$ cat src/logic/lockstep_config.svh
////////////////////////////////////////////////////////////
// Build-time widths and lockstep offset for the checker
// Derived widths of the flattened core bundles
////////////////////////////////////////////////////////////

`ifndef LOCKSTEP_CONFIG_SVH
`define LOCKSTEP_CONFIG_SVH

// Cycles the shadow core trails the main core, at least 2
`define LOCKSTEP_OFFSET 2

// Accumulator and command operand width
`define DATA_W 32

// Store address counter width
`define ADDR_W 8

// Opcode width
`define OP_W 2

// Command bundle: strobe, opcode, operand
`define LOCKSTEP_IN_W (1 + `OP_W + `DATA_W)

// Output bundle: store valid, store address, store data, accumulator
`define LOCKSTEP_OUT_W (1 + `ADDR_W + 2 * `DATA_W)

`endif

$ cat src/logic/lockstep_pkg.sv
////////////////////////////////////////////////////////////
// Shared types of the lockstep checker
// Data, address and opcode definitions
////////////////////////////////////////////////////////////

`default_nettype none

`include "lockstep_config.svh"

package lockstep_pkg;

  //////////////////////////////////////////////////////////
  // Payload types
  //////////////////////////////////////////////////////////

  // Accumulator value or command operand
  typedef logic [`DATA_W-1:0] data_t;

  // Store address, wraps at the top
  typedef logic [`ADDR_W-1:0] addr_t;

  //////////////////////////////////////////////////////////
  // Opcodes
  //////////////////////////////////////////////////////////

  typedef enum logic [`OP_W-1:0] {
    OP_ADD   = `OP_W'(0),
    OP_XOR   = `OP_W'(1),
    OP_CLR   = `OP_W'(2),
    OP_STORE = `OP_W'(3)
  } cmd_op_e;

endpackage

`default_nettype wire

$ cat src/logic/lockstep_delay.sv
////////////////////////////////////////////////////////////
// Reset-cleared shift register for flattened bundles
// Delay of Depth cycles on a Width-bit vector
////////////////////////////////////////////////////////////

`default_nettype none

`include "lockstep_config.svh"

module lockstep_delay #(
  parameter int unsigned Width = 1,
  parameter int unsigned Depth = 1
) (
  input  logic             clk_i,
  input  logic             rst_ni,

  input  logic [Width-1:0] d_i,
  output logic [Width-1:0] q_o
);

  // Stage 0 takes the input, the last stage drives the output
  logic [Depth-1:0][Width-1:0] stage_q;

  always_ff @(posedge clk_i or negedge rst_ni) begin
    if (!rst_ni) begin
      stage_q <= '0;
    end else begin
      stage_q[0] <= d_i;
      for (int unsigned i = 1; i < Depth; i++) begin
        stage_q[i] <= stage_q[i-1];
      end
    end
  end

  assign q_o = stage_q[Depth-1];

endmodule

`default_nettype wire

$ cat src/logic/acc_core.sv
////////////////////////////////////////////////////////////
// Accumulator core with a registered store port
// Runs as the shadow copy inside the lockstep checker
////////////////////////////////////////////////////////////

`default_nettype none

`include "lockstep_config.svh"

module acc_core
  import lockstep_pkg::*;
(
  input  logic    clk_i,
  input  logic    rst_ni,

  // Command strobe, one cycle per command
  input  logic    cmd_valid_i,
  input  cmd_op_e cmd_op_i,
  input  data_t   cmd_data_i,

  // Store port and accumulator view
  output logic    wr_valid_o,
  output addr_t   wr_addr_o,
  output data_t   wr_data_o,
  output data_t   acc_o
);

  data_t acc_d, acc_q;
  addr_t addr_d, addr_q;
  logic  store;

  logic  wr_valid_q;
  addr_t wr_addr_q;
  data_t wr_data_q;

  //////////////////////////////////////////////////////////
  // Next state
  //////////////////////////////////////////////////////////

  always_comb begin
    acc_d  = acc_q;
    addr_d = addr_q;
    store  = 1'b0;
    if (cmd_valid_i) begin
      unique case (cmd_op_i)
        OP_ADD:   acc_d = acc_q + cmd_data_i;
        OP_XOR:   acc_d = acc_q ^ cmd_data_i;
        OP_CLR:   acc_d = '0;
        OP_STORE: begin
          store  = 1'b1;
          // Address counter wraps naturally
          addr_d = addr_q + addr_t'(1);
        end
        default:  acc_d = acc_q;
      endcase
    end
  end

  //////////////////////////////////////////////////////////
  // State and store port registers
  //////////////////////////////////////////////////////////

  always_ff @(posedge clk_i or negedge rst_ni) begin
    if (!rst_ni) begin
      acc_q      <= '0;
      addr_q     <= '0;
      wr_valid_q <= 1'b0;
      wr_addr_q  <= '0;
      wr_data_q  <= '0;
    end else begin
      acc_q      <= acc_d;
      addr_q     <= addr_d;
      wr_valid_q <= store;
      // Store port holds the last write between stores
      if (store) begin
        wr_addr_q <= addr_q;
        wr_data_q <= acc_q;
      end
    end
  end

  assign wr_valid_o = wr_valid_q;
  assign wr_addr_o  = wr_addr_q;
  assign wr_data_o  = wr_data_q;
  assign acc_o      = acc_q;

endmodule

`default_nettype wire

$ cat src/logic/lockstep_rst_ctrl.sv
////////////////////////////////////////////////////////////
// Reset sequencing for the shadow core
// Post-reset counter, shadow reset release, compare enable
////////////////////////////////////////////////////////////

`default_nettype none

`include "lockstep_config.svh"

module lockstep_rst_ctrl
  import lockstep_pkg::*;
(
  input  logic clk_i,
  input  logic rst_ni,

  output logic shadow_rst_no,
  output logic cmp_en_o
);

  localparam int unsigned Offset = `LOCKSTEP_OFFSET;
  localparam int unsigned CntW   = $clog2(Offset);

  // Counter stops here, one edge before the shadow is released
  localparam logic [CntW-1:0] CntMax = CntW'(Offset - 1);

  logic [CntW-1:0] cnt_q;
  logic            release_d, release_q;
  logic            cmp_en_q;

  //////////////////////////////////////////////////////////
  // Saturating post-reset counter
  //////////////////////////////////////////////////////////

  always_ff @(posedge clk_i or negedge rst_ni) begin
    if (!rst_ni) begin
      cnt_q <= '0;
    end else if (cnt_q != CntMax) begin
      cnt_q <= cnt_q + CntW'(1);
    end
  end

  assign release_d = (cnt_q == CntMax);

  //////////////////////////////////////////////////////////
  // Release and enable flags
  //////////////////////////////////////////////////////////

  // Shadow reset drops synchronously, compare follows one cycle later
  always_ff @(posedge clk_i or negedge rst_ni) begin
    if (!rst_ni) begin
      release_q <= 1'b0;
      cmp_en_q  <= 1'b0;
    end else begin
      release_q <= release_d;
      cmp_en_q  <= release_q;
    end
  end

  assign shadow_rst_no = release_q;
  assign cmp_en_o      = cmp_en_q;

endmodule

`default_nettype wire

$ cat src/logic/lockstep_cmp.sv
////////////////////////////////////////////////////////////
// Shadow output register and gated bundle comparator
////////////////////////////////////////////////////////////

`default_nettype none

`include "lockstep_config.svh"

module lockstep_cmp
  import lockstep_pkg::*;
(
  input  logic                       clk_i,
  input  logic                       rst_ni,

  input  logic                       cmp_en_i,
  input  logic [`LOCKSTEP_OUT_W-1:0] shadow_out_i,
  input  logic [`LOCKSTEP_OUT_W-1:0] core_out_i,

  output logic                       alert_o
);

  logic [`LOCKSTEP_OUT_W-1:0] shadow_out_q;
  logic                       mismatch;

  // Extra stage on the shadow side, matched by one more cycle
  // on the main core delay line
  always_ff @(posedge clk_i or negedge rst_ni) begin
    if (!rst_ni) begin
      shadow_out_q <= '0;
    end else begin
      shadow_out_q <= shadow_out_i;
    end
  end

  assign mismatch = (shadow_out_q != core_out_i);

  // Any differing bit raises the alert once compare is enabled
  assign alert_o = cmp_en_i & mismatch;

endmodule

`default_nettype wire

$ cat src/logic/lockstep_top.sv
////////////////////////////////////////////////////////////
// Lockstep checker top level
// Shadow accumulator core, delay lines, reset sequencing
// and the output comparator
////////////////////////////////////////////////////////////

`default_nettype none

`include "lockstep_config.svh"

module lockstep_top
  import lockstep_pkg::*;
(
  input  logic    clk_i,
  input  logic    rst_ni,

  // Commands seen by the main core
  input  logic    cmd_valid_i,
  input  cmd_op_e cmd_op_i,
  input  data_t   cmd_data_i,

  // Outputs produced by the main core
  input  logic    core_wr_valid_i,
  input  addr_t   core_wr_addr_i,
  input  data_t   core_wr_data_i,
  input  data_t   core_acc_i,

  output logic    alert_major_o
);

  logic shadow_rst_n;
  logic cmp_en;

  //////////////////////////////////////////////////////////
  // Reset sequencing
  //////////////////////////////////////////////////////////

  lockstep_rst_ctrl u_rst_ctrl (
    .clk_i         (clk_i),
    .rst_ni        (rst_ni),
    .shadow_rst_no (shadow_rst_n),
    .cmp_en_o      (cmp_en)
  );

  //////////////////////////////////////////////////////////
  // Command delay into the shadow core
  //////////////////////////////////////////////////////////

  logic [`LOCKSTEP_IN_W-1:0] cmd_bundle;
  logic [`LOCKSTEP_IN_W-1:0] cmd_bundle_dly;

  logic    shadow_cmd_valid;
  cmd_op_e shadow_cmd_op;
  data_t   shadow_cmd_data;

  // Strobe in the top bit, operand in the low bits
  assign cmd_bundle = {cmd_valid_i, cmd_op_i, cmd_data_i};

  lockstep_delay #(
    .Width (`LOCKSTEP_IN_W),
    .Depth (`LOCKSTEP_OFFSET)
  ) u_cmd_delay (
    .clk_i  (clk_i),
    .rst_ni (rst_ni),
    .d_i    (cmd_bundle),
    .q_o    (cmd_bundle_dly)
  );

  assign shadow_cmd_valid = cmd_bundle_dly[`LOCKSTEP_IN_W-1];
  assign shadow_cmd_op    = cmd_op_e'(cmd_bundle_dly[`DATA_W +: `OP_W]);
  assign shadow_cmd_data  = cmd_bundle_dly[`DATA_W-1:0];

  //////////////////////////////////////////////////////////
  // Shadow core
  //////////////////////////////////////////////////////////

  logic  shadow_wr_valid;
  addr_t shadow_wr_addr;
  data_t shadow_wr_data;
  data_t shadow_acc;

  acc_core u_shadow_core (
    .clk_i       (clk_i),
    .rst_ni      (shadow_rst_n),
    .cmd_valid_i (shadow_cmd_valid),
    .cmd_op_i    (shadow_cmd_op),
    .cmd_data_i  (shadow_cmd_data),
    .wr_valid_o  (shadow_wr_valid),
    .wr_addr_o   (shadow_wr_addr),
    .wr_data_o   (shadow_wr_data),
    .acc_o       (shadow_acc)
  );

  //////////////////////////////////////////////////////////
  // Main core output delay and comparison
  //////////////////////////////////////////////////////////

  logic [`LOCKSTEP_OUT_W-1:0] core_bundle;
  logic [`LOCKSTEP_OUT_W-1:0] core_bundle_dly;
  logic [`LOCKSTEP_OUT_W-1:0] shadow_bundle;

  // Both bundles share one field order
  assign core_bundle   = {core_wr_valid_i, core_wr_addr_i, core_wr_data_i, core_acc_i};
  assign shadow_bundle = {shadow_wr_valid, shadow_wr_addr, shadow_wr_data, shadow_acc};

  // One cycle longer to cover the shadow output register
  lockstep_delay #(
    .Width (`LOCKSTEP_OUT_W),
    .Depth (`LOCKSTEP_OFFSET + 1)
  ) u_out_delay (
    .clk_i  (clk_i),
    .rst_ni (rst_ni),
    .d_i    (core_bundle),
    .q_o    (core_bundle_dly)
  );

  lockstep_cmp u_cmp (
    .clk_i        (clk_i),
    .rst_ni       (rst_ni),
    .cmp_en_i     (cmp_en),
    .shadow_out_i (shadow_bundle),
    .core_out_i   (core_bundle_dly),
    .alert_o      (alert_major_o)
  );

endmodule

`default_nettype wire

$ cat config.mk
export PLATFORM = sky130hd
export DESIGN_NAME = lockstep_top
export DESIGN_NICKNAME = d
export VERILOG_FILES = /design/src/logic/lockstep_pkg.sv /design/src/logic/lockstep_delay.sv /design/src/logic/acc_core.sv /design/src/logic/lockstep_rst_ctrl.sv /design/src/logic/lockstep_cmp.sv /design/src/logic/lockstep_top.sv
export VERILOG_INCLUDE_DIRS = /design/src /design/src/logic
export SDC_FILE = /design/constraint.sdc
export NUM_CORES = 1
export LEC_CHECK = 0
export BUFFER_PORTS_ARGS = -buffer_cell sky130_fd_sc_hd__buf_2
export CORE_MARGIN = 2
export CORE_UTILIZATION = 35
export CTS_CLUSTER_SIZE = 25
export DETAILED_ROUTE_END_ITERATION = 8
export GPL_ROUTABILITY_DRIVEN = 0
export GPL_TIMING_DRIVEN = 0
export MAX_ROUTING_LAYER = met4
export PLACE_DENSITY_LB_ADDON = 0.3
export SYNTH_ARGS = -nofsm -noshare
export SYNTH_HDL_FRONTEND = slang
export SYNTH_HIERARCHICAL = 1
export SYNTH_SLANG_ARGS = --single-unit
export TNS_END_PERCENT = 30
$ cat constraint.sdc
create_clock -name clk_i -period 7.3 [get_ports clk_i]
set_input_delay 1.46 -clock clk_i [delete_from_list [all_inputs] [get_ports clk_i]]
set_output_delay 1.46 -clock clk_i [all_outputs]
set_load 0.01 [all_outputs]
==> out/summary.txt <==
FMAX: 0.234 GHz
Cells after DPL: 1909
Synth Flop Type: dfrtp_1
critical path cell sequence: buf_4 -> xnor2_1 -> nand4_1 -> nor4_1 -> nand4_1 -> o41a_1 -> buf_2
nets@finish: 1504
Hold Path Class: flip-flop to asynchronous set/reset pin
Post-route DRC: 0
drt initial violations: 731
clock latency on the worst-skew pair: 0.58 ns
hold buffer count at CTS: 0
Cell Count, Final, Fillers Out: 1995
final hold violation count: 0
highest-delay cell along the critical path: nor4_1
mux cell area share after synthesis: 0.432%
compound-cell area share of the yosys netlist: 7.57%
Net Count, Synth: 1341
initial antenna violation count: 0
most used cell along the critical path: nand4_1
Pins Over Slew Limit: 0
# Max-Cap Violations: 0
Std-Cell Rows: 78
Final ANT Viol Nets: 0
largest family of logic cells by synthesized area: simple AND/OR/NAND/NOR gates
R2R cell count: 11
gr usage total: 14.8%
Die Area: 47300 um2
Ports: 111
core area: 45200 um2
Max Root-Sink Buffers: 3
Clock Sinks: 446
Worst-path clk slew: 0.06 ns
Via density: 4.50
total power draw: 6.78 mW
DRT Pass-1 Iters: 7
synth top area cells: dfrtp_1 70%, buf_4 5.2%, nand2_1 4.2%
synthesized area per cell: 13.3 um2
slowest stage delay, CP: 0.58 ns
Root Buffer: clkbuf_16
worst rel slew slack: 56.3%
Netlist cell types: 72
Layout area overhead: 19.4%
Util after Layout: 42.1%
CTS tree: yes
Warnings, synthesis: 6
Worst EP required: 5.84 ns
Congestion Overflow GR: 0
Clock Skew: 0.0122 ns
sequential area share after synthesis: 70.0%
Yosys top cell area share: 70.0%
outcome: completed
top-count cell post-synth: dfrtp_1
routed length per instance: 16.3 um
Syn Inst Count: 1195
share of layout cells above drive strength 1: 24.2%
ant diodes: 0
post-route minimum period: 4.27 ns
number of port buffers: 110
Post-Syn Area: 15900 um2
EDFF count, synth: 0
vias in the first global route: 9361
Synth Area in XOR/XNOR: 4.18%
Crit. End Element: output pin
postcts setup bufs: 0
WL final: 32500 um
first-pass GRT wire length: 52100 um
RSZ-0062 raised after global routing: no
Post-CTS Resized: 0
largest net degree at the start of global routing: 113
Post-Synth Simple-Gate Area: 8.36%
routed vias: 8974
R2R Setup Slk: 4.30 ns
Worst VDD drop: 0.188 mV
CP Launch Type: flip-flop
chip height: 217 um
ys async rst share: 100%
Worst Path Arrival: 2.81 ns
largest area contributor in the netlist: dfrtp_1
Power Density: 356 nW/um2
H-tree lvl count: 2
Die Width: 217 um
Setup TNS: 0 ns
Setup Viol. Count Final: 0
Post-synth top cells: 446 x dfrtp_1, 177 x nand2_1, 110 x buf_4, 47 x xor2_1, 45 x a21oi_1
CP Max Fanout: 1
period utilization: 58.5%
HPWL reported at the end of detailed placement: 22900 um
Yosys reg bits: 446
Starting Density: 35.3%
adder-cell share of the synthesized area: 2.87%
Setup CP Type: flip-flop to output pin
Slew @ Worst Pin: 0.655 ns
Leak: 8.98 nW
Num CTS Buffers: 47
[critical path, delay by kind of cell, from the launching register on]
family | cells | cell delay, ns
and+or+nand+nor | 3 | 0.98
DFF | 1 | 0.37
AOI/OAI and AO/OA | 1 | 0.45
buffers and inverters | 2 | 0.28
xor gates and xnor gates | 1 | 0.15
[layer usage]
layer,global-route usage [%],wire (um),up-vias
met5,-,0,-
met4,6.23,1070,0
met3,2.98,1890,82
met2,23.2,15600,302
met1,18.9,14000,4369
li1,-,-,4221
[placed cells by master, fill, tap and decap left out, drive strengths merged, types with 7 or more instances in the layout]
master,n
dfrtp,446
buf,233
nand2,177
clkbuf,79
a21oi,48
xor2,47
o21ai,42
nor2,40
ha,35
xnor2,29
inv,23
nand4,20
a21o,16
nor4,14
nand3,10
a31oi,9
clkinv,9
and3,7
[stage by stage]
stage,hold WS [ns],worst slack (ns),cell area [um2]
detailed placement,0.316,3.67,17400
global route,0.351,3.00,19000
global placement,0.331,-2.17,17200
floorplan,0.331,4.09,15900
CTS,0.326,3.04,19000
finish,0.304,3.03,19000
[final cells by class]
| class | instances | area, um2 |
|---|---|---|
| fill | 4175 | 26100 |
| sequential | 446 | 11200 |
| multi-input combinational | 594 | 3740 |
| clock buffer | 62 | 1350 |
| buffer | 136 | 972 |
| tap | 600 | 751 |
| timing repair buffer | 114 | 671 |
| clock inverter | 24 | 319 |
| inverter | 19 | 71.3 |
[power by group]
part	leakage, nW	total, mW	internal (mW)	switching, mW
Clock	0.812	2.50	1.53	0.975
Combinational	2.81	1.13	0.485	0.643
Sequential	5.36	3.15	2.84	0.307
[worst paths after layout]
check | to | start
min in group clk_i | u_out_delay/q_o[40] | u_out_delay/stage_q[113]
hold / removal | u_shadow_core/wr_data_o[17] | u_rst_ctrl/shadow_rst_no
max in group asynchronous | u_rst_ctrl/shadow_rst_no | rst_ni
hold reg to reg | u_shadow_core/wr_data_o[17] | u_rst_ctrl/shadow_rst_no
setup reg to reg | u_shadow_core/acc_o[26] | u_shadow_core/acc_o[0]
setup / recovery | alert_major_o | u_out_delay/q_o[64]
[registers in the layout, summed over array words and instances, names as in the netlist]
register and cells:
u_cmd_delay/stage_q 35, u_shadow_core/wr_data_o 32, u_cmp/shadow_out_q 73, u_rst_ctrl/cmp_en_o 1, u_shadow_core/wr_valid_o 1, u_out_delay/stage_q 146, u_out_delay/q_o 73, u_rst_ctrl/cnt_q 1
u_cmd_delay/q_o 35, u_rst_ctrl/shadow_rst_no 1, u_shadow_core/acc_o 32, u_shadow_core/wr_addr_o 8, u_shadow_core/addr_q 8
[kinds of logic (layout without fill, tap and decap cells)]
kind of cell | after synthesis | in the layout
flops | 446 | 446
simple gates | 298 | 298
compound gates | 177 | 177
buf+inv | 155 | 355
xor+xnor | 76 | 76
fa+ha+maj | 36 | 36
mux | 6 | 6
other cells | 1 | 1
(Power assumes the default switching activity.)
